$ cat src/common/usb_pkg.sv
// usb protocol definitions
package usb_pkg;

   //============================================================
   // data pids
   //============================================================

   // four bit pid codes as the device core expects them
   typedef enum logic [3:0] {
      PID_DATA0 = 4'b0011,
      PID_DATA1 = 4'b1011,
      PID_DATA2 = 4'b0111
   } pid_t;

   //============================================================
   // control transfers
   //============================================================

   // eight byte setup packet, first byte on the wire in the top bits
   typedef struct packed {
      logic [7:0]  bm_request_type;
      logic [7:0]  b_request;
      logic [15:0] w_value;
      logic [15:0] w_index;
      logic [15:0] w_length;
   } setup_pkt_t;

   // bytes in one setup packet
   localparam int SETUP_BYTES = 8;

   //============================================================
   // endpoints
   //============================================================

   typedef logic [3:0] endpt_t;

   // default control pipe
   localparam endpt_t EP_CTRL  = 4'd0;
   // isochronous video in
   localparam endpt_t EP_VIDEO = 4'd2;

endpackage

$ cat src/common/uvc_pkg.sv
// video class definitions
package uvc_pkg;

   //============================================================
   // class requests
   //============================================================

   localparam logic [7:0] SET_CUR = 8'h01;
   localparam logic [7:0] GET_CUR = 8'h81;
   localparam logic [7:0] GET_DEF = 8'h87;

   // control selector, w_value high byte
   localparam logic [7:0] VS_PROBE_CONTROL = 8'h01;
   // streaming interface number, w_index low byte
   localparam logic [7:0] VS_INTERFACE = 8'd1;

   //============================================================
   // probe block
   //============================================================

   localparam int PROBE_BYTES = 34;

   // fields listed last first so wire byte 0 sits in bits [7:0]
   // multi byte fields are little endian, matching the wire
   typedef struct packed {
      logic [7:0]  b_max_version;
      logic [7:0]  b_min_version;
      logic [7:0]  b_prefered_version;
      logic [7:0]  bm_framing_info;
      logic [31:0] dw_clock_frequency;
      logic [31:0] dw_max_payload_transfer_size;
      logic [31:0] dw_max_video_frame_size;
      logic [15:0] w_delay;
      logic [15:0] w_comp_window_size;
      logic [15:0] w_comp_quality;
      logic [15:0] w_p_frame_rate;
      logic [15:0] w_key_frame_rate;
      logic [31:0] dw_frame_interval;
      logic [7:0]  b_frame_index;
      logic [7:0]  b_format_index;
      logic [15:0] bm_hint;
   } probe_fields_t;

   // named fields for setup, byte array for serializing
   typedef union packed {
      probe_fields_t                 fields;
      logic [PROBE_BYTES-1:0][7:0]   bytes;
   } probe_block_u;

   //============================================================
   // fifo and payload sizing
   //============================================================

   // fill count width, holds 0 to FIFO_DEPTH
   localparam int LEVEL_W = 12;
   // buffer address width
   localparam int FIFO_AW = 11;

   localparam logic [LEVEL_W-1:0] FIFO_DEPTH   = 12'd2048;
   localparam logic [LEVEL_W-1:0] ISO_PAYLOAD  = 12'd1024;
   localparam logic [LEVEL_W-1:0] AFULL_LEVEL  = 12'd1024;
   localparam logic [LEVEL_W-1:0] AEMPTY_LEVEL = 12'd512;

   // 640x480 yuy2 frame, 30 fps interval in 100 ns units
   localparam probe_block_u PROBE_DEFAULT = probe_fields_t'{
      b_format_index:               8'd1,
      b_frame_index:                8'd1,
      dw_frame_interval:            32'd333333,
      dw_max_video_frame_size:      32'd614400,
      dw_max_payload_transfer_size: 32'(ISO_PAYLOAD),
      dw_clock_frequency:           32'd60000000,
      default:                      '0
   };

   // fifo fill state seen by the scheduler
   typedef struct packed {
      logic [LEVEL_W-1:0] count;
      logic               empty;
      logic               aempty;
      logic               afull;
   } fifo_level_t;

   // transmit request toward the device core
   typedef struct packed {
      logic [LEVEL_W-1:0] len;
      logic               cork;
      usb_pkg::pid_t      pid;
   } tx_req_t;

endpackage

$ cat src/control/probe_responder.sv
// probe control responder
`timescale 1ns/1ps

module probe_responder (
   input  logic                PHY_CLKOUT,
   input  logic                RESET_IN,
   input  usb_pkg::setup_pkt_t setup_i,
   input  logic                setup_done_i,
   input  logic                txact_i,
   input  logic                txpop_i,
   input  usb_pkg::endpt_t     endpt_i,
   output logic [7:0]          txdat_o,
   output logic                txval_o
);

   import usb_pkg::*;
   import uvc_pkg::*;

   probe_block_u probe;
   logic         is_probe_read;
   logic         pop;
   logic         last_pop;
   logic [5:0]   probe_idx;
   logic [5:0]   next_idx;

   // current settings are the defaults, no writeback
   assign probe = PROBE_DEFAULT;

   //============================================================
   // request decode
   //============================================================

   // get_cur or get_def of the probe selector on the streaming interface
   assign is_probe_read = ((setup_i.b_request == GET_CUR) ||
                           (setup_i.b_request == GET_DEF)) &&
                          (setup_i.w_index[7:0] == VS_INTERFACE) &&
                          (setup_i.w_value[15:8] == VS_PROBE_CONTROL);

   // core takes a byte on endpoint 0
   assign pop      = txval_o & txact_i & txpop_i & (endpt_i == EP_CTRL);
   assign last_pop = pop & (probe_idx == 6'(PROBE_BYTES - 1));
   assign next_idx = probe_idx + 6'd1;

   //============================================================
   // serializer
   //============================================================

   always_ff @(posedge PHY_CLKOUT or posedge RESET_IN) begin
      if (RESET_IN) begin
         txval_o   <= 1'b0;
         probe_idx <= 6'd0;
      end else if (setup_done_i) begin
         // arm on a matching request, any other request disarms
         txval_o   <= is_probe_read;
         probe_idx <= 6'd0;
      end else if (last_pop) begin
         txval_o   <= 1'b0;
         probe_idx <= 6'd0;
      end else if (pop) begin
         probe_idx <= next_idx;
      end
   end

   // byte register follows the index, holds without a pop
   always_ff @(posedge PHY_CLKOUT) begin
      if (setup_done_i) begin
         txdat_o <= probe.bytes[0];
      end else if (pop && !last_pop) begin
         txdat_o <= probe.bytes[next_idx];
      end
   end

   // index stays inside the block for the whole data stage
   a_idx_range: assert property (@(posedge PHY_CLKOUT) disable iff (RESET_IN)
      txval_o |-> (probe_idx < PROBE_BYTES));

endmodule

$ cat config.mk
export PLATFORM = sky130hd
export DESIGN_NAME = probe_responder
export DESIGN_NICKNAME = d
export VERILOG_FILES = /design/src/common/usb_pkg.sv /design/src/common/uvc_pkg.sv /design/src/control/probe_responder.sv
export SDC_FILE = /design/constraint.sdc
export NUM_CORES = 1
export LEC_CHECK = 0
export ABC_CLOCK_PERIOD_IN_PS = 2200
export BUFFER_PORTS_ARGS = -buffer_cell sky130_fd_sc_hd__buf_2
export CAP_MARGIN = 10
export CORE_AREA = 2 2 56 69
export CTS_CLUSTER_SIZE = 40
export DETAILED_ROUTE_END_ITERATION = 6
export DIE_AREA = 0 0 58 71
export MAX_ROUTING_LAYER = met4
export PLACE_DENSITY = 0.74
export SKIP_CTS_REPAIR_TIMING = 1
export SLEW_MARGIN = 25
export SYNTH_ARGS = -nofsm -noshare
export SYNTH_HDL_FRONTEND = slang
export SYNTH_SLANG_ARGS = --single-unit
$ cat constraint.sdc
create_clock -name PHY_CLKOUT -period 2.2 [get_ports PHY_CLKOUT]
set_input_delay 0.22 -clock PHY_CLKOUT [delete_from_list [all_inputs] [get_ports PHY_CLKOUT]]
set_output_delay 0.22 -clock PHY_CLKOUT [all_outputs]
set_load 0.03 [all_outputs]
---- Word-level counts from Yosys, hierarchy flattened ----
Memories as Yosys holds them, arrays and structs flattened. A register that Yosys moved wholly into a read port is not among the register bits.
Cells that the tools add are included.
cells by class
  eq/ne operators ......................... 5
  bitwise gates (word level) .............. 4
  add/sub/neg operators ................... 1
  muxes and demuxes ....................... 5
  reductions and logical operators ........ 8
operators by type and width
  kind                   number
  $mux W6                3
  $eq A8 B1 Y1 const B   2
  $eq A8 B8 Y1 const B   2
  $add A6 B1 Y6 const B  1
  $eq A6 B6 Y1 const B   1
  $and A1 B1 Y1          4
  $logic_not A4 Y1       1
  $logic_and A1 B1 Y1    3
  $reduce_bool A3 Y1     1
  $mux W1                2
  $reduce_bool A2 Y1     1
  $logic_not A1 Y1       1
  $logic_or A1 B1 Y1     1
storage, ports and cells
  ROM bits ................................ 512
  logic and storage cells ................. 26
  output and inout bits ................... 9
  bits in registers ....................... 7
  input port bits ......................... 73
  memories ................................ 1
memories
  memory           depth  width  read ports  clocked after memory_dff  wr ports  line                   RTL
  (no name shown)  64     8      1           1                         0         probe_responder.sv:69  txdat_o <= probe.bytes[next_idx];

---- Longest topological paths before layout ----
  word-level depth ........................ 6
  mapped depth ............................ 9
  gate-level depth less buffers ........... 7

---- Least setup slack after synthesis ----
Ideal clock, no wire load.
  kind .................................... register -> register
  start ................................... register probe_idx[0]
  end ..................................... register txdat_o[4]
  buffers on the path ..................... 2
  cell stages (with the launch flop) ...... 9
  required time ........................... 2.130 ns
  arrival ................................. 1.942 ns
  slack ................................... 0.188 ns
  path through ............................ dfrtp_1 -> buf_6 -> inv_1 -> ha_1 -> buf_4 -> or3_2 -> a41oi_1 -> nand4_1 -> a21oi_1
on the way
  longest elaborated chain between the ends .. 4
  elaborated cells on any way between the ends .. 5
  those cells by class .................... add/sub (1); eq/ne (1); bitwise (1); reduce/logical (2)
ends and longest elaborated chain
  what                                                   line                   RTL
  start: declaration                                     probe_responder.sv:23  logic [5:0] probe_idx;
  start signal: assignment                               probe_responder.sv:60  probe_idx <= next_idx;
  branches (longest 4 deep; another with $add A6 B1 Y6)  --
  end: declaration                                       probe_responder.sv:12  output logic [7:0] txdat_o,
Parallel ways; which one is timed is not known.
A chain may end at the register's enable or synchronous reset.

---- Worst setup path after layout ----
  start ................................... register probe_idx[1]
  end ..................................... register txdat_o[4]
The elaborated chain is that of the path after synthesis.

==> flow_summary.yaml <==
die:
  die_width_microns: 58
  die_y_microns: 71
  coreArea_sq_um: 3483
  start_util_pct: 36.53
  die_area_sq_um: 4118
  placementRows: 24
  boundaryPins: 82
worst_setup_path:
  crit_path_start: "probe_idx[1]$_DFFE_PP0P_"
  crit_chain: "ha_1 > nand2_1 > or4b_1 > a41oi_1 > nand4_1 > a21oi_1"
  start_kind: "flip-flop"
  cp_slowest_cell: "or4b_1"
  cpPeakStageDelay_ns: 0.48
  endpoint_kind: "flip-flop"
  crit_family: "simple AND/OR/NAND/NOR gates"
  path_max_fanout: 6
  crit_buf_inv: 0
  crit_type: "reg2reg"
  crit_arrival_ns: 2.17
  r2r-start: "probe_idx[1]$_DFFE_PP0P_"
  required_ns: 2.38
grt:
  grt_pass1_wl_microns: 5423
  grt_max_degree: 17
  grt_pass1_vias: 1209
  gr-usage-all-layers_pct: 16.88
  overflow: 0
  antenna_found_initial: 0
clocking:
  cts_tree: "yes"
  clock_path_buffers: 2
  cts-buffers-inserted: 3
  insertion_delay_ns: 0.25
  cts_root_buf: "clkbuf_8"
  clk_pin_slew_ns: 0.06
  cts_sinks: 14
  htree_levels: 1
timing:
  fin_skew_ns: 0.002433
  hold_violations: 0
  max_freq_ghz: 0.5038
  finalSetupViolations: 0
  slew_violations: 0
  fin_crit_sh_pct: 90.23
  worst_slew_pin_slew_ns: 0.5181
  slew_headroom_pct: 65.46
  rsz0062_at_grt: "no"
  worst_slack_ns: 0.2150
  final.setup.tns_ns: 0
  min_period_ns: 1.985
finish:
  num-nets-final: 281
  diodes: 0
  drive_above_1_share_pct: 33.33
  syn_to_final_growth_pct: 23.80
  finalInstanceArea_sq_um: 1575
status:
  status: "finished clean"
synthesis:
  yosys-top-cells-area: "dfrtp_1, dfxtp_1, ha_1"
  ys_seq_area_share_pct: 24.78
  async_reset_ff_share_pct: 50.00
  syn_area_sq_um: 1272
  synth_edf_count: 0
  yosys.cell_types.count: 45
  synth_warnings: 0
  synth_top_cell_by_area: "dfrtp_1"
  syn_nets: 230
  syn_avg_cell_area_sq_um: 8.427
  synthFlopType: "dfxtp_1"
  synth_seq_cells: 14
  synth_top_cell_area_share_pct: 13.77
  synthCells: 151
placed_design:
  port_buffers: 41
  place_ws_ns: 0.2392
  dp_hpwl_microns: 2464
  gp_congestion: 0.8374
  placed_area_sq_um: 1510
detailed_routing:
  dr.pass1.iters: 5
  vias_per_cell: 5.421
  post_drt_wl_per_cell_microns: 13.03
  vias: 1301
  drtAntennaViolNets: 0
  drc: 0
  initialDrtViolationCount: 61
  routed_wl_microns: 3127
power_and_ir_drop:
  leakagePower_nw: 0.7113
  irDropWorstVdd_mv: 0.4544
  powerDensity_nw_per_um2: 348.9
worst_hold_path:
  min-delay-start: "setup_i[20]"
  hold_path_class: "in2reg"
run:
  maxCapViolCount: 0
[kinds of logic (layout without fill, tap and decap cells)]
family                     after synthesis  count (layout)  synth area share (%)
DFF                                     14              14                 24.78
and+or+nand+nor                         61              61                 26.45
xor gates and xnor gates                11              11                 8.161
adders and majority gates                6               6                 5.900
buffers and inverters                   19              69                 13.67
AOI/OAI and AO/OA                       38              38                 19.47
muxes                                    2               2                 1.573
[cells in the mapped netlist (2+ instances only)]
cell type and number:
a21oi_1 13, nand2_1 11, nand3_1 8, nand4_1 8, dfrtp_1 7, dfxtp_1 7, nor2_1 7, o21ai_0 7
ha_1 6, nor3_1 6, xnor2_1 6, buf_6 5, a311oi_1 4, inv_1 4, nor4_1 4, xor2_1 4
buf_4 3, nor2b_1 3, or3_1 3, a2bb2oi_1 2, a31oi_1 2, a41oi_1 2, buf_2 2, clkbuf_8 2
mux2i_1 2, nand2b_1 2, nand3b_1 2, nor3b_1 2
[worst register-to-register path, stage by stage (launching register included)]
cell	delay [ns]
dfrtp_1	0.41
ha_1	0.33
nand2_1	0.14
or4b_1	0.48
a41oi_1	0.28
nand4_1	0.13
a21oi_1	0.14
[per-stage QoR]
stage	power [mW]	hold WS, ns	utilization [%]	std cells
finish	0.5496	0.2458	45.22	240
detailed placement	0.3009	0.1617	43.35	235
CTS	0.5531	-0.1055	44.94	239
floorplan	0.2721	0.02340	-	151
global route	0.5677	0.2919	45.22	240
global placement	0.3000	0.1581	43.35	235
[placed cells by master, fill, tap and decap left out, drive strengths merged, types with 2 or more instances in the layout]
cell type	count
buf	60
a21oi	13
nand2	11
nand4	8
nand3	8
o21ai	7
nor2	7
dfrtp	7
dfxtp	7
nor3	6
xnor2	6
ha	6
xor2	5
inv	4
nor4	4
a311oi	4
clkbuf	4
or3	4
nor2b	3
nand2b	2
a2bb2oi	2
a41oi	2
a31oi	2
mux2i	2
nand3b	2
nor3b	2
[flip-flops by register name, summed over array words and instances, names as in the netlist]
| signal | count |
|---|---|
| txdat_o | 7 |
| txval_o | 1 |
| probe_idx | 6 |
[final timing paths]
kind | endpoint | slack [ns] | cells past startpoint
worst max-delay path | txdat_o[4]$_SDFFE_PP0P_ | 0.21 | 6
worst max register to register | txdat_o[4]$_SDFFE_PP0P_ | 0.21 | 6
min in group asynchronous | txval_o$_DFFE_PP0P_ | 0.44 | 3
worst min-delay path | txval_o$_DFFE_PP0P_ | 0.25 | 4
worst min register to register | txdat_o[4]$_SDFFE_PP0P_ | 0.45 | 2
max in group asynchronous | probe_idx[4]$_DFFE_PP0P_ | 1.54 | 3
[layer usage]
metal	vias up	wire length [microns]	global-route usage [%]
met3	2	182	2.011
met2	55	1549	28.54
met4	0	24	4.651
li1	652	-	-
met5	-	0	-
met1	592	1371	20.97
[power breakdown]
part	leakage, nW	switching, mW	internal, mW	total (mW)
Sequential	0.154	0.00000000425	0.256	0.256
Combinational	0.528	0.0163	0.0248	0.0411
Clock	0.0288	0.0942	0.159	0.253
Total	0.711	0.111	0.439	0.550
[area by class of cell]
| type | instances | area [sq um] |
|---|---|---|
| sequential | 14 | 315.3 |
| multi-input combinational | 118 | 783.3 |
| timing repair buffer | 61 | 357.8 |
| clock buffer | 4 | 55.05 |
| tap | 39 | 48.80 |
| inverter | 4 | 15.01 |
| fill | 365 | 1908 |
Note: power is estimated with default switching activity, not from simulation.
