--- src/common/usb_pkg.sv ---
// usb protocol definitions
package usb_pkg;

   //============================================================
   // data pids
   //============================================================

   // four bit pid codes as the device core expects them
   typedef enum logic [3:0] {
      PID_DATA0 = 4'b0011,
      PID_DATA1 = 4'b1011,
      PID_DATA2 = 4'b0111
   } pid_t;

   //============================================================
   // control transfers
   //============================================================

   // eight byte setup packet, first byte on the wire in the top bits
   typedef struct packed {
      logic [7:0]  bm_request_type;
      logic [7:0]  b_request;
      logic [15:0] w_value;
      logic [15:0] w_index;
      logic [15:0] w_length;
   } setup_pkt_t;

   // bytes in one setup packet
   localparam int SETUP_BYTES = 8;

   //============================================================
   // endpoints
   //============================================================

   typedef logic [3:0] endpt_t;

   // default control pipe
   localparam endpt_t EP_CTRL  = 4'd0;
   // isochronous video in
   localparam endpt_t EP_VIDEO = 4'd2;

endpackage

--- src/control/setup_parser.sv ---
// setup packet capture
`timescale 1ns/1ps

module setup_parser (
   input  logic                PHY_CLKOUT,
   input  logic                RESET_IN,
   input  logic                setup_active_i,
   input  logic                rxval_i,
   input  logic [7:0]          rxdat_i,
   output usb_pkg::setup_pkt_t setup_o,
   output logic                setup_done_o
);

   import usb_pkg::*;

   logic [3:0] byte_cnt;
   logic [3:0] byte_idx;
   logic       active_d;
   logic       active_rise;
   logic       take;
   setup_pkt_t setup_q;

   // new setup token restarts the count
   assign active_rise = setup_active_i & ~active_d;
   // index of the byte on the bus this cycle
   assign byte_idx    = active_rise ? 4'd0 : byte_cnt;
   assign take        = setup_active_i & rxval_i & (byte_idx < SETUP_BYTES);

   //============================================================
   // byte counter and done pulse
   //============================================================

   always_ff @(posedge PHY_CLKOUT or posedge RESET_IN) begin
      if (RESET_IN) begin
         active_d     <= 1'b0;
         byte_cnt     <= 4'd0;
         setup_done_o <= 1'b0;
      end else begin
         active_d     <= setup_active_i;
         // done follows the eighth byte by one cycle
         setup_done_o <= take & (byte_idx == 4'(SETUP_BYTES - 1));
         if (take) begin
            byte_cnt <= byte_idx + 4'd1;
         end else if (active_rise) begin
            byte_cnt <= 4'd0;
         end
      end
   end

   //============================================================
   // field steering
   //============================================================

   // bytes arrive low byte first for each word
   always_ff @(posedge PHY_CLKOUT) begin
      if (take) begin
         case (byte_idx)
            4'd0:    setup_q.bm_request_type <= rxdat_i;
            4'd1:    setup_q.b_request       <= rxdat_i;
            4'd2:    setup_q.w_value[7:0]    <= rxdat_i;
            4'd3:    setup_q.w_value[15:8]   <= rxdat_i;
            4'd4:    setup_q.w_index[7:0]    <= rxdat_i;
            4'd5:    setup_q.w_index[15:8]   <= rxdat_i;
            4'd6:    setup_q.w_length[7:0]   <= rxdat_i;
            default: setup_q.w_length[15:8]  <= rxdat_i;
         endcase
      end
   end

   assign setup_o = setup_q;

   // counter stops at a full packet until the next token
   a_cnt_bound: assert property (@(posedge PHY_CLKOUT) disable iff (RESET_IN)
      byte_cnt <= SETUP_BYTES);

endmodule

--- config.mk ---
export PLATFORM = sky130hd
export DESIGN_NAME = setup_parser
export DESIGN_NICKNAME = d
export VERILOG_FILES = /design/src/common/usb_pkg.sv /design/src/control/setup_parser.sv
export SDC_FILE = /design/constraint.sdc
export NUM_CORES = 1
export LEC_CHECK = 0
export BUFFER_PORTS_ARGS = -buffer_cell sky130_fd_sc_hd__buf_2
export CAP_MARGIN = 20
export CORE_ASPECT_RATIO = 0.6
export CORE_MARGIN = 2
export CORE_UTILIZATION = 53
export DETAILED_ROUTE_END_ITERATION = 7
export PLACE_DENSITY = 0.87
export SLEW_MARGIN = 20
export SYNTH_ARGS = -nofsm -noshare
export SYNTH_HDL_FRONTEND = slang
export SYNTH_SLANG_ARGS = --single-unit
--- constraint.sdc ---
create_clock -name PHY_CLKOUT -period 5.9 [get_ports PHY_CLKOUT]
set_input_delay 0.885 -clock PHY_CLKOUT [delete_from_list [all_inputs] [get_ports PHY_CLKOUT]]
set_output_delay 0.885 -clock PHY_CLKOUT [all_outputs]
set_load 0.02 [all_outputs]
* Word level (Yosys, flattened, before mapping) *
Index checks and enable logic that the tools add are counted.

word-level totals
  register bits = 70
  bits in latches = 0
  RAM bits = 0
  bits in read-only memories = 0
  memories = 0

operators by class
  $add $sub $neg = 1
  multiply operators = 0
  div/mod/pow operators = 0
  $lt $le $gt $ge = 1
  equality and inequality tests = 7
  shifts and indexed selects = 0
  mux-type cells = 2
  bitwise operators = 6
  reduce and logical (&&, ||, !) cells = 10

operators by type and width
  cell                   count
  $eq A4 B3 Y1 const B   4
  $reduce_and A2 Y1      8
  $eq A4 B2 Y1 const B   2
  $mux W4                2
  $reduce_or A7 Y1       1
  $add A4 B1 Y4 const B  1
  $and A1 B1 Y1          4
  $eq A4 B1 Y1 const B   1
  $logic_not A4 Y1       1
  $lt A4 B4 Y1 const B   1
  $not A1 Y1             2

* Longest topological paths before layout *
Gate-level depths: netlist (run 1).

  depth in word-level cells = 7
  mapped depth = 6
  depth with buffers taken out = 6

* Worst setup path before layout (run 1) *
No wires, ideal clock.

  path type = in2reg
  from = input setup_active_i
  to = register setup_q, in the netlist setup_o[10] (enable)
  arrival time = 1.875 ns
  path slack = 3.693 ns
  stages on the path = 6
  buffers on the path = 0
  cell sequence = nand2b_2 -> nand2_1 -> inv_1 -> ha_1 -> a21boi_2 -> and3b_1

between the ends
  word-level cells in the longest chain between the ends = 6

RTL lines
  element                                               line                source
  from (decl)                                           setup_parser.sv:7   input logic setup_active_i,
  branches (longest 5 deep; another with $lt A4 B4 Y1)  -
  $reduce_and A2 Y1 (no source line) (*)                -
  to (decl)                                             setup_parser.sv:21  setup_pkt_t setup_q;

Every way passes the cells marked *.
A chain may end at the register's enable or synchronous reset.

* Worst setup path in the final report (run 1) *
  from = input setup_active_i
  to = register setup_q, in the netlist setup_o[15] (enable)

Same word-level chain as after synthesis.

==> flow_summary.yaml, run 1 <==
timing:
  report.final.slew_viol_count: 0
  hold-worst-slack_ns: 0.459
  finalHoldViolations: 0
  layout_min_cycle_time_ns: 2.23
  post-route-period-util: 0.379
  rsz_0062_raised_after_global_routing: "no"
  worst_slew_pin_slew_ns: 0.521
  timing.fmax_ghz: 0.448
  timing.max_slew.rel_slack: 0.653
  setup_failing_eps_final: 0
  setup_slack_ns: 3.67
  tns_ns: 0
  timing.clock.skew_ns: 0.00456
setup_path:
  delay_of_the_slowest_cell_on_the_worst_path_ns: 0.45
  worst-path-buf-inv: 2
  crit_chain: "buf_2 > nand2b_2 > nand2_1 > inv_1 > ha_1 > a21boi_2 > and3b_1"
  regToRegEndpoint: "setup_o[15]$_DFFE_PP_"
  timing.reg2reg.setup_slack_ns: 3.78
  worstSetupStartpoint: "setup_active_i"
  setup.worst_path.end_class: "register"
  timing.critical_path.required_ns: 5.90
  crit_path_max_fanout: 8
  rr_startpoint: "active_d$_DFF_PP0_"
  crit_slowest_cell: "sky130_fd_sc_hd__and3b_1"
  worst_reg2reg_path_depth: 6
  cp.depth: 7
  critical_path.endpoint: "setup_o[15]$_DFFE_PP_"
  worstSetupPathType: "in -> reg"
  cp_top_family: "simple AND/OR/NAND/NOR gates"
  critical_path.startpoint_type: "input port"
  critPathArrivalTime_ns: 2.23
cts:
  path_clk_slew_ns: 0.07
  numCtsBuffers: 9
  cts_resized: 0
  htreeDepth: 3
  clk-insertion-delay-late_ns: 0.33
  ctsHoldBuffers: 0
  cts.sinks: 70
  cts.repair_timing.setup_buffer_count: 0
  clock_tree.root_cell: "sky130_fd_sc_hd__clkbuf_8"
  max-clock-path-buffers: 2
  cts_tree: "done"
cells_and_area:
  antenna_cells_inserted: 0
  final_cell_mix: "sky130_fd_sc_hd__buf_2, sky130_fd_sc_hd__edfxtp_1, sky130_fd_sc_hd__clkbuf_8"
  fin_nets: 213
  area_growth_pct: 27.9
  layout-drive-gt1-share: 0.470
  layout_commonest_cell: "sky130_fd_sc_hd__buf_2"
logic_synthesis:
  async_reset_ff_frac: 0.0857
  postSynthAreaPerCell_um2: 21.3
  syn_inst: 110
  synth_sequential_area_ratio: 0.886
  ys_seq_elements: 70
  ys_types: 22
  syn_nets: 126
  count_of_flip_flops_with_a_built_in_enable_after_synthesis: 64
  yosysWarnings: 0
  netlist_area_before_placement_um2: 2340
  synth_top_flop_cell: "sky130_fd_sc_hd__edfxtp_1"
die:
  chipWidth_um: 89.8
  fp-row-count: 18
  fp.coreArea_um2: 4170
  start_util: 0.561
  die_area_um2: 4980
  die-height_um: 55.5
  ios: 77
placement:
  hpwlAfterDp_mm: 3.02
  global_placement_routability_congestion: 0.912
  dp_slack_ns: 3.31
  io_buffer_count: 76
global_route:
  antenna_violations_before_repair: 0
  grt_start_max_net_pins: 14
  global_route_wire_length_before_repair_mm: 6.48
  first_global_vias: 1202
  track_usage: 0.186
  grt_overflow: 0
pwr:
  max-vdd-ir-drop_uv: 201
  pwr_density_cell_nw_per_um2: 334
  cellLeakagePower_nw: 1.19
route:
  first_pass_iters: 4
  via_count: 1290
  wl_mm: 4.40
  drc: 0
  route.detailed.wl_per_inst_um: 16.8
  number_of_antenna_violating_nets_in_the_routed_design: 0
  avgViaCountPerCell: 4.92
  drtIter0Drc: 53
worst_hold_path:
  hp-class: "in -> async"
flow_run:
  max_cap_viol: 0
outcome:
  status: "finished clean"
## cells by family after synthesis
family          count (synthesis)  share of synthesized area
simple gates                   23                     0.0556
fa+ha+maj                       4                     0.0214
buf+inv                         4                    0.00642
compound gates                  9                     0.0305
flops                          70                      0.886
## state kept, by name, indices dropped and copies added (netlist names)
register	cells
byte_cnt	4
setup_o	64
setup_done_o	1
active_d	1
## worst min-delay path by stage
stage | end | slack, ns | cells after the start
after CTS | byte_cnt[2]$_DFF_PP0_ | 0.45 | 2
after global routing | active_d$_DFF_PP0_ | 0.47 | 2
after global placement | byte_cnt[1]$_DFF_PP0_ | 0.53 | 1
after floorplan | byte_cnt[1]$_DFF_PP0_ | 0.50 | 1
final | byte_cnt[3]$_DFF_PP0_ | 0.46 | 2
after detailed placement | byte_cnt[1]$_DFF_PP0_ | 0.53 | 1
## cell type report
class / count / area, µm²
Clock buffer: 9 / 124
Timing Repair Buffer: 76 / 380
Fill cell: 273 / 1180
Clock inverter: 7 / 72.6
Multi-Input combinational cell: 36 / 251
Sequential cell: 70 / 2070
Tap cell: 60 / 75.1
Inverter: 4 / 15.0
## where the power goes
part	total (mW)	switching, mW	internal (mW)
clock	0.368	0.173	0.196
combinational	0.0653	0.0447	0.0207
sequential	0.566	0.00665	0.559
total	0.999	0.224	0.775
## metrics by stage
step	instance area, µm²	util	cells	power (mW)
3_3_place_gp	2790	0.671	246	0.640
5_1_grt	2990	0.718	262	1.03
6_report	2990	0.718	262	0.999
3_5_place_dp	2790	0.671	246	0.642
2_1_floorplan	2340	-	110	0.614
4_1_cts	2990	0.718	262	1.01
## Yosys cell counts, drive strengths merged (2+ instances only)
cell type   n  area share
dfrtp       6       0.064
o21ai       2      0.0043
edfxtp     64        0.82
inv         4      0.0064
nand3       3      0.0064
nor2        2      0.0043
ha          4       0.021
and2        8       0.021
nand2       5      0.0080
nand2b      2      0.0064
## routing by layer
metal,up-vias,GRT usage,routed length [µm]
met5,-,0,0
met4,0,0.0835,50
met3,7,0.108,523
met2,71,0.254,1950
met1,622,0.244,1880
li1,590,-,-
Power figures use the tool's default switching activity.
==> inputs of run 2 (changes only) <==
CORE_UTILIZATION = 44   (was 53)
PLACE_DENSITY = 0.78   (was 0.87)
clock period = 2 ns   (was 5.9 ns; I/O delays follow)
==> flow_summary.yaml, run 2 (same netlist as run 1, synthesis figures left out) <==
outcome:
  status: "finished clean"
die:
  die-height_um: 60.5
  chipWidth_um: 98.1
  start_util: 0.460
  fp.coreArea_um2: 5080
  ios: 77
  fp-row-count: 20
  die_area_um2: 5930
global_route:
  global_route_wire_length_before_repair_mm: 6.81
  grt_start_max_net_pins: 12
  first_global_vias: 1287
  antenna_violations_before_repair: 0
  track_usage: 0.164
  grt_overflow: 0
timing:
  layout_min_cycle_time_ns: 1.86
  post-route-period-util: 0.928
  worst_slew_pin_slew_ns: 0.458
  finalHoldViolations: 0
  timing.fmax_ghz: 0.539
  setup_failing_eps_final: 0
  timing.max_slew.rel_slack: 0.694
  rsz_0062_raised_after_global_routing: "no"
  hold-worst-slack_ns: 0.164
  timing.clock.skew_ns: 0.00583
  tns_ns: 0
  report.final.slew_viol_count: 0
route:
  wl_mm: 4.54
  first_pass_iters: 4
  via_count: 1311
  number_of_antenna_violating_nets_in_the_routed_design: 0
  drtIter0Drc: 67
  route.detailed.wl_per_inst_um: 16.4
  avgViaCountPerCell: 4.73
  drc: 0
cells_and_area:
  layout-drive-gt1-share: 0.479
  flip_flop_count_of_the_largest_register_all_copies_and_words_added: 64
  antenna_cells_inserted: 0
  fin_nets: 222
  layout_commonest_cell: "sky130_fd_sc_hd__buf_2"
  area_growth_pct: 32.6
  final_cell_mix: "sky130_fd_sc_hd__buf_2, sky130_fd_sc_hd__edfxtp_1, sky130_fd_sc_hd__clkbuf_8"
setup_path:
  worstSetupPathType: "reg -> reg"
  critical_path.startpoint_type: "register"
  crit_path_max_fanout: 6
  timing.critical_path.required_ns: 2.05
  critPathArrivalTime_ns: 1.90
  setup.worst_path.end_class: "register"
placement:
  io_buffer_count: 76
  global_placement_routability_congestion: 0.799
  hpwlAfterDp_mm: 3.25
cts:
  cts_resized: 0
  htreeDepth: 3
  numCtsBuffers: 9
  max-clock-path-buffers: 2
  cts_tree: "done"
  clock_tree.root_cell: "sky130_fd_sc_hd__clkbuf_8"
  cts.sinks: 70
  path_clk_slew_ns: 0.06
  clk-insertion-delay-late_ns: 0.33
pwr:
  cellLeakagePower_nw: 1.25
  pwr_density_cell_nw_per_um2: 1020
  max-vdd-ir-drop_uv: 584
worst_hold_path:
  hp-class: "in -> reg"
flow_run:
  max_cap_viol: 0
## run 2: timing repair
item,4_1_cts,5_1_grt
buffers inserted,0,0
endpoints found under the hold margin,6,0
endpoints found under the setup margin,0,0
hold buffers,1,0
## run 2: routing by layer
metal | global-route usage | share of wire
met1 | 0.208 | 0.45
met4 | 0.0476 | 0.0077
met5 | 0 | 0
met2 | 0.236 | 0.43
met3 | 0.105 | 0.12
## run 2: final cells by class
cell class	instances	area, µm²
clock inverters	4	95.1
well taps	66	82.6
clock buffers	12	135
repair buffers	85	450
inverters	4	15.0
fillers	393	1980
flip-flops and latches	70	2070
multi-input cells	36	251
## run 2: power breakdown
group          total (mW)  internal (mW)  leakage, nW  switching [mW]
registers            1.67           1.65        0.657          0.0200
logic               0.207         0.0727        0.480           0.134
clock network        1.30          0.828        0.115           0.469
total                3.17           2.55         1.25           0.623
## run 2: path summary, 6_finish.rpt
check	startpoint	endpoint	slack (ns)	cells past startpoint
setup / recovery	active_d$_DFF_PP0_	setup_o[12]$_DFFE_PP_	0.14	7
hold / removal	setup_active_i	active_d$_DFF_PP0_	0.16	1
min in group asynchronous	RESET_IN	byte_cnt[1]$_DFF_PP0_	0.42	3
hold reg to reg	byte_cnt[1]$_DFF_PP0_	byte_cnt[1]$_DFF_PP0_	0.57	1
setup reg to reg	active_d$_DFF_PP0_	setup_o[12]$_DFFE_PP_	0.14	7
max in group asynchronous	RESET_IN	byte_cnt[3]$_DFF_PP0_	1.38	3
## run 2: stage by stage
step            util  cells  instance area, µm²  power (mW)  setup WS [ns]
2_1_floorplan      -    110                2340        1.81          0.125
3_5_place_dp   0.563    260                2860        1.91          0.168
5_1_grt        0.611    277                3100        3.29         0.0613
6_report       0.611    277                3100        3.17          0.143
4_1_cts        0.611    277                3100        3.21          0.160
3_3_place_gp   0.563    260                2860        1.90          0.195
## run 2: critical path, stage by stage (launching register included)
cell and delay, ns:
sky130_fd_sc_hd__dfrtp_1 0.37, sky130_fd_sc_hd__nand2b_2 0.23, sky130_fd_sc_hd__nand2_1 0.14, sky130_fd_sc_hd__inv_1 0.07, sky130_fd_sc_hd__ha_1 0.24, sky130_fd_sc_hd__a21boi_2 0.16, sky130_fd_sc_hd__and3b_1 0.22, sky130_fd_sc_hd__buf_4 0.15
