<file path="src/common/usb_pkg.sv">
// usb protocol definitions
package usb_pkg;

   //============================================================
   // data pids
   //============================================================

   // four bit pid codes as the device core expects them
   typedef enum logic [3:0] {
      PID_DATA0 = 4'b0011,
      PID_DATA1 = 4'b1011,
      PID_DATA2 = 4'b0111
   } pid_t;

   //============================================================
   // control transfers
   //============================================================

   // eight byte setup packet, first byte on the wire in the top bits
   typedef struct packed {
      logic [7:0]  bm_request_type;
      logic [7:0]  b_request;
      logic [15:0] w_value;
      logic [15:0] w_index;
      logic [15:0] w_length;
   } setup_pkt_t;

   // bytes in one setup packet
   localparam int SETUP_BYTES = 8;

   //============================================================
   // endpoints
   //============================================================

   typedef logic [3:0] endpt_t;

   // default control pipe
   localparam endpt_t EP_CTRL  = 4'd0;
   // isochronous video in
   localparam endpt_t EP_VIDEO = 4'd2;

endpackage

</file>
<file path="src/common/uvc_pkg.sv">
// video class definitions
package uvc_pkg;

   //============================================================
   // class requests
   //============================================================

   localparam logic [7:0] SET_CUR = 8'h01;
   localparam logic [7:0] GET_CUR = 8'h81;
   localparam logic [7:0] GET_DEF = 8'h87;

   // control selector, w_value high byte
   localparam logic [7:0] VS_PROBE_CONTROL = 8'h01;
   // streaming interface number, w_index low byte
   localparam logic [7:0] VS_INTERFACE = 8'd1;

   //============================================================
   // probe block
   //============================================================

   localparam int PROBE_BYTES = 34;

   // fields listed last first so wire byte 0 sits in bits [7:0]
   // multi byte fields are little endian, matching the wire
   typedef struct packed {
      logic [7:0]  b_max_version;
      logic [7:0]  b_min_version;
      logic [7:0]  b_prefered_version;
      logic [7:0]  bm_framing_info;
      logic [31:0] dw_clock_frequency;
      logic [31:0] dw_max_payload_transfer_size;
      logic [31:0] dw_max_video_frame_size;
      logic [15:0] w_delay;
      logic [15:0] w_comp_window_size;
      logic [15:0] w_comp_quality;
      logic [15:0] w_p_frame_rate;
      logic [15:0] w_key_frame_rate;
      logic [31:0] dw_frame_interval;
      logic [7:0]  b_frame_index;
      logic [7:0]  b_format_index;
      logic [15:0] bm_hint;
   } probe_fields_t;

   // named fields for setup, byte array for serializing
   typedef union packed {
      probe_fields_t                 fields;
      logic [PROBE_BYTES-1:0][7:0]   bytes;
   } probe_block_u;

   //============================================================
   // fifo and payload sizing
   //============================================================

   // fill count width, holds 0 to FIFO_DEPTH
   localparam int LEVEL_W = 12;
   // buffer address width
   localparam int FIFO_AW = 11;

   localparam logic [LEVEL_W-1:0] FIFO_DEPTH   = 12'd2048;
   localparam logic [LEVEL_W-1:0] ISO_PAYLOAD  = 12'd1024;
   localparam logic [LEVEL_W-1:0] AFULL_LEVEL  = 12'd1024;
   localparam logic [LEVEL_W-1:0] AEMPTY_LEVEL = 12'd512;

   // 640x480 yuy2 frame, 30 fps interval in 100 ns units
   localparam probe_block_u PROBE_DEFAULT = probe_fields_t'{
      b_format_index:               8'd1,
      b_frame_index:                8'd1,
      dw_frame_interval:            32'd333333,
      dw_max_video_frame_size:      32'd614400,
      dw_max_payload_transfer_size: 32'(ISO_PAYLOAD),
      dw_clock_frequency:           32'd60000000,
      default:                      '0
   };

   // fifo fill state seen by the scheduler
   typedef struct packed {
      logic [LEVEL_W-1:0] count;
      logic               empty;
      logic               aempty;
      logic               afull;
   } fifo_level_t;

   // transmit request toward the device core
   typedef struct packed {
      logic [LEVEL_W-1:0] len;
      logic               cork;
      usb_pkg::pid_t      pid;
   } tx_req_t;

endpackage

</file>
<file path="src/video/iso_scheduler.sv">
// isochronous transfer scheduler
`timescale 1ns/1ps

module iso_scheduler (
   input  logic                 PHY_CLKOUT,
   input  logic                 RESET_IN,
   input  uvc_pkg::fifo_level_t level_i,
   input  usb_pkg::endpt_t      endpt_i,
   input  logic                 txact_i,
   input  logic                 sof_i,
   output uvc_pkg::tx_req_t     tx_req_o
);

   import usb_pkg::*;
   import uvc_pkg::*;

   logic [LEVEL_W-1:0] len_q;
   logic               cork_q;
   pid_t               pid_q;
   logic               txact_d;
   logic               video_done;

   // end of an in transaction on the video endpoint
   assign video_done = txact_d & ~txact_i & (endpt_i == EP_VIDEO);

   //============================================================
   // length and cork
   //============================================================

   always_ff @(posedge PHY_CLKOUT or posedge RESET_IN) begin
      if (RESET_IN) begin
         len_q  <= LEVEL_W'(PROBE_BYTES);
         cork_q <= 1'b0;
      end else if (txact_i) begin
         // hold during the transaction, control length is spent
         if (endpt_i == EP_CTRL) begin
            len_q <= '0;
         end
      end else if (endpt_i == EP_CTRL) begin
         len_q  <= LEVEL_W'(PROBE_BYTES);
         cork_q <= 1'b0;
      end else if (endpt_i == EP_VIDEO) begin
         if (level_i.afull) begin
            len_q  <= ISO_PAYLOAD;
            cork_q <= 1'b0;
         end else if (level_i.empty) begin
            // nothing to send, zero length
            len_q  <= '0;
            cork_q <= 1'b1;
         end else if (level_i.aempty) begin
            // short packet drains what is left
            len_q  <= level_i.count;
            cork_q <= 1'b0;
         end else begin
            len_q  <= ISO_PAYLOAD;
            cork_q <= 1'b0;
         end
      end else begin
         len_q  <= '0;
         cork_q <= 1'b1;
      end
   end

   //============================================================
   // high bandwidth pid, three packets per microframe
   //============================================================

   always_ff @(posedge PHY_CLKOUT or posedge RESET_IN) begin
      if (RESET_IN) begin
         txact_d <= 1'b0;
         pid_q   <= PID_DATA2;
      end else begin
         txact_d <= txact_i;
         if (sof_i) begin
            // start pid sets how many packets this microframe carries
            if (level_i.afull) begin
               pid_q <= PID_DATA2;
            end else if (level_i.aempty) begin
               pid_q <= PID_DATA0;
            end else begin
               pid_q <= PID_DATA1;
            end
         end else if (video_done) begin
            // count down, data0 is the last packet
            case (pid_q)
               PID_DATA2: pid_q <= PID_DATA1;
               PID_DATA1: pid_q <= PID_DATA0;
               default:   pid_q <= PID_DATA0;
            endcase
         end
      end
   end

   assign tx_req_o.len  = len_q;
   assign tx_req_o.cork = cork_q;
   assign tx_req_o.pid  = pid_q;

   a_pid_legal: assert property (@(posedge PHY_CLKOUT) disable iff (RESET_IN)
      pid_q inside {PID_DATA0, PID_DATA1, PID_DATA2});

endmodule

</file>
<file path="config.mk">
export PLATFORM = sky130hd
export DESIGN_NAME = iso_scheduler
export DESIGN_NICKNAME = d
export VERILOG_FILES = /design/src/common/usb_pkg.sv /design/src/common/uvc_pkg.sv /design/src/video/iso_scheduler.sv
export SDC_FILE = /design/constraint.sdc
export NUM_CORES = 1
export LEC_CHECK = 0
export BUFFER_PORTS_ARGS = -buffer_cell sky130_fd_sc_hd__clkbuf_2
export CAP_MARGIN = 20
export CORE_MARGIN = 1.5
export CORE_UTILIZATION = 42
export DETAILED_ROUTE_END_ITERATION = 6
export PLACE_DENSITY = 0.76
export RECOVER_POWER = 50
export SLEW_MARGIN = 30
export SYNTH_ARGS = -nofsm -noshare
export SYNTH_HDL_FRONTEND = slang
export SYNTH_SLANG_ARGS = --single-unit
export TNS_END_PERCENT = 30
</file>
<file path="constraint.sdc">
create_clock -name PHY_CLKOUT -period 1.1 [get_ports PHY_CLKOUT]
set_input_delay 0.055 -clock PHY_CLKOUT [delete_from_list [all_inputs] [get_ports PHY_CLKOUT]]
set_output_delay 0.055 -clock PHY_CLKOUT [all_outputs]
set_load 0.01 [all_outputs]
</file>
* Yosys cells after proc, flatten, opt, wreduce, memory -nomap -nowiden *
Index checks and enable logic that the tools add are counted.

word-level totals
  register bits = 18
  word-level logic and storage cells = 28

operators by class
  equality and inequality tests = 3
  muxes and demuxes = 16
  bitwise logic cells = 3
  reductions and logical operators = 2

operators with widths
  kind                                                                      number
  12-bit 2-to-1 mux                                                         7
  4-bit 2-to-1 mux                                                          5
  4-bit by 2-bit equality test with 1-bit output (second input constant)    1
  4-bit by 3-bit equality test with 1-bit output (second input constant)    1
  4-bit logical NOT                                                         1
  1-bit 2-to-1 mux                                                          4
  1-bit AND                                                                 2
  2-bit by 1-bit inequality test with 1-bit output (second input constant)  1
  2-bit nonzero test                                                        1
  1-bit NOT                                                                 1

* Logic depth before layout (Yosys ltp) *
Gate-level depths: netlist of the first run.

  depth in word-level cells = 6
  gate-level depth with buffers = 5

* Least setup slack after synthesis of the first run *
OpenSTA, ideal clock, no wires.

  path kind = input port to flip-flop
  start = input endpt_i[0]
  end = register len_q[10]
  arrival = 1.063 ns
  path slack = -0.084 ns
  stages = 5
  path buffers = 2
  path through = or3_4 buf_6 o21a_1 buf_6 a22o_1

on the way
  longest elaborated chain between the ends = 4

ends and longest elaborated chain
  item                                            RTL line             source
  start, declared                                 iso_scheduler.sv:8   input usb_pkg::endpt_t endpt_i,
  4-bit by 2-bit equality test with 1-bit output  iso_scheduler.sv:42  end else if (endpt_i == EP_VIDEO) begin
  12-bit 2-to-1 mux                               iso_scheduler.sv:42
  12-bit 2-to-1 mux                               iso_scheduler.sv:39  end else if (endpt_i == EP_CTRL) begin
  12-bit 2-to-1 mux                               iso_scheduler.sv:34  end else if (txact_i) begin
  end signal, assigned                            iso_scheduler.sv:32  len_q <= LEVEL_W'(PROBE_BYTES);
  end signal, assigned                            iso_scheduler.sv:40  len_q <= LEVEL_W'(PROBE_BYTES);
  end signal, assigned                            iso_scheduler.sv:52  len_q <= level_i.count;
  end, declared                                   iso_scheduler.sv:17  logic [LEVEL_W-1:0] len_q;

Several ways; a longest one is shown, not always the timed one.
A chain may end at the register's enable or synchronous reset.

* Worst setup path after layout of the first run *
  start = register txact_d
  end = register pid_q[3]

on the way
  longest elaborated chain between the ends = 3

ends and longest elaborated chain
  item                                 RTL line             source
  start, declared                      iso_scheduler.sv:20  logic txact_d;
  start signal, assigned               iso_scheduler.sv:73  txact_d <= txact_i;
  1-bit AND (2 in a row)               iso_scheduler.sv:24  assign video_done = txact_d & ~txact_i & (endpt_i == EP_VIDEO);
  2-bit nonzero test (no source line)  --
  end signal, assigned                 iso_scheduler.sv:71  pid_q <= PID_DATA2;
  end signal, assigned                 iso_scheduler.sv:77  pid_q <= PID_DATA2;
  end signal, assigned                 iso_scheduler.sv:79  pid_q <= PID_DATA0;
  end, declared                        iso_scheduler.sv:19  pid_t pid_q;

Every way passes these cells.

==> out/metrics.yaml, run 1 <==
synth.most_common_cell: "dfrtp_1"
synthTopCellsByCount: "13 x dfrtp_1, 9 x a22o_2, 6 x o21ai_0"
maxSlewViolCount: 0
cts_buffers: 3
finalPower_mw: 1.19
ys_seq_elements: 16
die-width_microns: 45.0
nNetsFinal: 139
grt_pass1_vias: 645
r2r_end: "pid_q[3]"
end_kind: "flip-flop"
wirelength_mm: 1.74
setup_viol: 0
clock_latency_ns: 0.29
ff2ff_setup_slack_ns: 0.04
gr-total-overflow: 0
maxSlewHeadroom_pct: 61.2
hold_viol_final: 0
synth_area_per_cell_sq_um: 12.1
cts-root-buf: "clkbuf_4"
hold_path_depth: 2
rsz0062_at_grt: "true"
htreeDepth: 1
synth-warning-count: 0
ys_seq_area_share_pct: 54.6
cp.required_ns: 1.28
status: "finished clean"
criticalPathCategory: "flip-flop to flip-flop"
ys_top_cells_by_area: "dfrtp_1 44%, a22o_2 12%, dfstp_2 11%, o21ai_0 4.1%, buf_4 3.0%"
final_util_pct: 69.0
whs_ns: 0.00446
start_util_pct: 47.0
antenna_found_initial: 0
num_vias: 679
drive_above_1_share_pct: 44.3
synthesis.instances: 61
clock-sinks: 16
grt-busiest-layer: "met2"
cap_violations: 0
reg2regPathDepth: 3
rows: 14
ant_nets: 0
via_per_inst: 5.18
post_cts_resized: 0
hold-path-endpoint: "len_q[4]"
die_h_microns: 45.0
yosysTopAreaCell: "dfrtp_1"
dr.pass1.iters: 4
num-fill-cells: 123
place_congestion: 0.719
worst_pin_slew_ns: 0.581
drc: 0
grtUsageMet2_pct: 28.6
synth_cell_types: 24
met1_usage_pct: 27.2
grt_pass1_wl_mm: 2.82
synth_top_area_share_pct: 43.9
ios: 40
fp.coreArea_sq_um: 1580
die-area_sq_um: 2020
critPathMaxFanout: 3
r2r_start: "txact_d"
portBuffers: 37
fin_worst_skew_ns: 0.000441
grt_max_degree: 17
max_freq_ghz: 0.941
grtUsageMet3_pct: 3.60
cp.arrival_ns: 1.24
power.density_nw_per_um2: 1090
vdd_drop_max_uv: 782
synth_flop_cell: "dfrtp_1"
area_growth_pct: 47.0
hold_start: "level_i[7]"
diodes: 0
finalCritPeriodShare_pct: 96.6
routedWlPerCell_microns: 13.3
worstSetupStartpointType: "flip-flop"
drtIter0Drc: 6
cts_tree: "yes"
clockBufferDepth: 2
synth_enable_flop_cells: 0
min_period_ns: 1.06
cts.clk_slew.worst_paths_ns: 0.10
async_flop_share_pct: 100
syn_area_sq_um: 741
grt_usage_pct: 19.4
leakage_nw: 0.541
hold_class: "input pin to flip-flop"
critical path, cell delays in order, from the launching register on:
cell and delay (ns):
dfrtp_1 0.34, nand3b_1 0.14, o21a_1 0.21, o31a_1 0.27
layer usage:
metal	share of wire [%]	wire, microns
met1	45	788
met5	0	0
met4	3.2	56
met2	48	832
met3	3.7	65
metrics by stage:
stage	TNS [ns]	cells	cell area, sq um	worst slack, ns
after floorplan	-0.817	62	744	-0.0811
after global placement	-1.59	116	962	-0.147
after detailed placement	-1.88	116	962	-0.167
after CTS	0	130	1100	0.0650
after global routing	-0.0183	131	1090	-0.0183
final	0	131	1090	0.0373
sequential cells by signal, summed over array words and instances, names as in the netlist:
name     cells
cork_q       1
len_q       12
pid_q        2
txact_d      1
where the power goes:
part | switching (mW) | internal, mW
Sequential | 0.00940 | 0.608
Clock | 0.189 | 0.201
Combinational | 0.0839 | 0.0935
worst max-delay path by stage:
| stage | cells after the start | to | slack, ns | start |
|---|---|---|---|---|
| 2_1_floorplan | 5 | len_q[0] | -0.08 | endpt_i[0] |
| 3_3_place_gp | 4 | len_q[4] | -0.15 | endpt_i[0] |
| 3_5_place_dp | 4 | len_q[2] | -0.17 | endpt_i[0] |
| 4_1_cts | 3 | pid_q[3] | 0.06 | txact_d |
| 5_1_grt | 3 | pid_q[3] | -0.02 | txact_d |
| 6_report | 3 | pid_q[3] | 0.04 | txact_d |
cell usage in the layout (no fill, tap or decap), drive strengths merged:
master,count
buf,6
inv,5
dfrtp,13
nor3,1
dlygate4sd3,10
nor2b,1
a22o,10
nor4b,1
dfstp,3
or3,1
a32o,2
a21oi,1
nand3b,1
o21a,2
conb,2
clkbuf,42
o31a,1
nand2b,1
nor2,2
or3b,1
nand2,1
a311oi,1
o21ai,6
or2,1
what timing repair did:
action / 4_1_cts / 5_1_grt
endpoints found under the hold margin: 22 / 0
hold buffers: 10 / 0
setup endpoints to repair: 0 / 1
buffers inserted: 0 / 1
cell type report:
| cell class | count | area, sq um | area share (%) |
|---|---|---|---|
| Sequential cell | 16 | 404 | 37.1 |
| Timing Repair Buffer | 54 | 333 | 30.6 |
| Multi-Input combinational cell | 36 | 277 | 25.4 |
| Clock buffer | 4 | 36.3 | 3.33 |
| Tap cell | 16 | 20.0 | 1.84 |
| Inverter | 5 | 18.8 | 1.72 |
logic make-up (layout without fill, tap and decap cells):
group,count (synthesis),count (layout),synth area share [%]
compound gates,23,23,25.2
buf+inv,10,63,8.61
flops,16,16,54.6
other cells,1,2,0.506
simple gates,11,11,11.2
(Power assumes the default switching activity.)
==> run 2: changes to the inputs <==
CORE_ASPECT_RATIO = 0.8   (was not set)
==> out/metrics.yaml, run 2 (synthesis results as in run 1) <==
htreeDepth: 1  # unchanged
end_kind: "flip-flop"
maxSlewViolCount: 0  # unchanged
seq_area_sq_um: 404  # unchanged
cp_slowest_cell: "or3_1"
grtUsageMet3_pct: 5.60  # +2.0 points
place_congestion: 0.806  # +12%
finalCritPeriodShare_pct: 95.2  # -1.4 points
fin_worst_skew_ns: 0.0113  # +0.0108 ns
multi_input_area_sq_um: 272  # -1.8%
final_common_cell: "clkbuf_2"
criticalPathCategory: "input pin to flip-flop"
setup_viol: 0  # unchanged
cp.arrival_ns: 1.21  # -0.03 ns
gr-total-overflow: 0  # unchanged
rsz0062_at_grt: "false"
leakage_nw: 0.551  # +1.8%
largest_reg_flops: 12  # unchanged
cap_violations: 0  # unchanged
grt-busiest-layer: "met2"
grt_pass1_vias: 565  # -12%
via_per_inst: 4.82  # -6.9%
largestRegisters: "len_q (12), pid_q (2)"
critPathMaxFanout: 10  # +7
portBuffers: 37  # unchanged
vdd_drop_max_uv: 796  # +1.8%
ant_nets: 0  # unchanged
final_cell_mix: "33 x clkbuf_2, 13 x dfrtp_1, 9 x a22o_2"
dr.pass1.iters: 4  # unchanged
grtUsageMet2_pct: 28.7  # +0.095 points
die-area_sq_um: 2030  # about the same
antenna_found_initial: 0  # unchanged
hold_viol_final: 0  # unchanged
cp.required_ns: 1.27  # about the same
fp.coreArea_sq_um: 1640  # +4.2%
clock-sinks: 16  # unchanged
regMostFlops: "len_q"
status: "finished clean"
routedWlPerCell_microns: 11.5  # -13%
rows: 13  # -1
max_freq_ghz: 0.955  # +1.5%
min_period_ns: 1.05  # -0.0154 ns
fin_setup_tns_ns: 0  # unchanged
area_growth_pct: 44.9
worstSetupStartpointType: "input pin"
die-width_microns: 50.0  # +11%
clockBufferDepth: 2  # unchanged
whs_ns: 0.0110  # +0.00651 ns
num-fill-cells: 131  # +6.5%
met1_usage_pct: 20.8  # -6.4 points
cpPeakStageDelay_ns: 0.49  # +0.15 ns
cts_tree: "yes"
wirelength_mm: 1.57  # -10%
fin_area_sq_um: 1070  # -1.4%
diodes: 0  # unchanged
nNetsFinal: 138  # -0.72%
post-dp-hpwl_mm: 1.21
num_vias: 656  # -3.4%
grt_max_degree: 17  # unchanged
cts-root-buf: "clkbuf_4"
grt_usage_pct: 17.5  # -2.0 points
cts.clk_slew.worst_paths_ns: 0.08  # -0.02 ns
place_area_sq_um: 985  # +2.3%
drc: 0  # unchanged
die_h_microns: 40.6  # -9.9%
hold_class: "input pin to flip-flop"
power.density_nw_per_um2: 1020  # -5.9%
post_cts_resized: 0  # unchanged
cts_buffers: 3  # unchanged
drive_above_1_share_pct: 49.1  # +4.8 points
drtIter0Drc: 19  # +13
start_util_pct: 45.1  # -1.9 points
clock_latency_ns: 0.28  # about the same
ios: 40  # unchanged
grt_pass1_wl_mm: 2.44  # -14%
path_cells: "clkbuf_2, or3_1, o21a_1, a22o_2"
==> run 2: changes by cell type in the layout (fill, tap and decap cells not counted) <==
cell / previous run / this run
or3_4: 1 / 0
or3_1: 0 / 1
clkbuf_1: 12 / 7
clkbuf_8: 1 / 0
dlygate4sd3_1: 10 / 8
clkbuf_2: 26 / 33
==> run 2: metal layers <==
metal | share of wire, % | wire length, microns | up-vias
met5 | 0 | 0 | -
met3 | 2.7 | 42 | 2
met2 | 49 | 774 | 14
met1 | 47 | 729 | 308
met4 | 1.2 | 19 | 0
li1 | - | - | 332
==> run 2: repair_timing <==
item	in CTS	in global routing
hold buffers	7	1
buffers inserted	0	0
endpoints found under the hold margin	22	1
==> run 2: cell type report <==
type,count,share of cell area [%]
Sequential cell,16,37.6
Timing Repair Buffer,53,30.3
Multi-Input combinational cell,36,25.3
Tap cell,22,2.56
Clock buffer,4,2.45
Inverter,5,1.75
==> run 2: per-stage QoR <==
step	total power [mW]	cells	worst slack (ns)	utilization, %
6_report	1.10	136	0.0526	65.3
5_1_grt	1.17	136	0.0247	65.3
4_1_cts	1.12	135	0.0659	65.8
3_5_place_dp	0.783	124	-0.156	59.9
3_3_place_gp	0.780	124	-0.139	59.9
2_1_floorplan	0.707	62	-0.0811	-
==> run 2: worst paths after layout <==
path                              from   endpoint  slack [ns]  cells past startpoint
setup / recovery            endpt_i[0]   len_q[7]        0.05                      4
hold / removal             level_i[11]   len_q[8]        0.01                      2
setup reg to reg               txact_d   pid_q[3]        0.08                      3
hold reg to reg               len_q[8]   len_q[8]        0.50                      1
max in group asynchronous     RESET_IN   len_q[5]        0.42                      4
min in group asynchronous     RESET_IN  len_q[11]        0.35                      4
==> run 2: worst max-delay path, delay by kind of cell <==
family | cells | cell delay, ns
AOI/OAI and AO/OA | 2 | 0.59
and+or+nand+nor | 1 | 0.49
buffers and inverters | 1 | 0.08
==> run 2: report_power, final <==
group | internal [mW] | leakage, nW | switching [mW]
Clock | 0.141 | 0.0150 | 0.171
Sequential | 0.608 | 0.204 | 0.00972
Combinational | 0.0898 | 0.332 | 0.0806
Total | 0.838 | 0.551 | 0.262
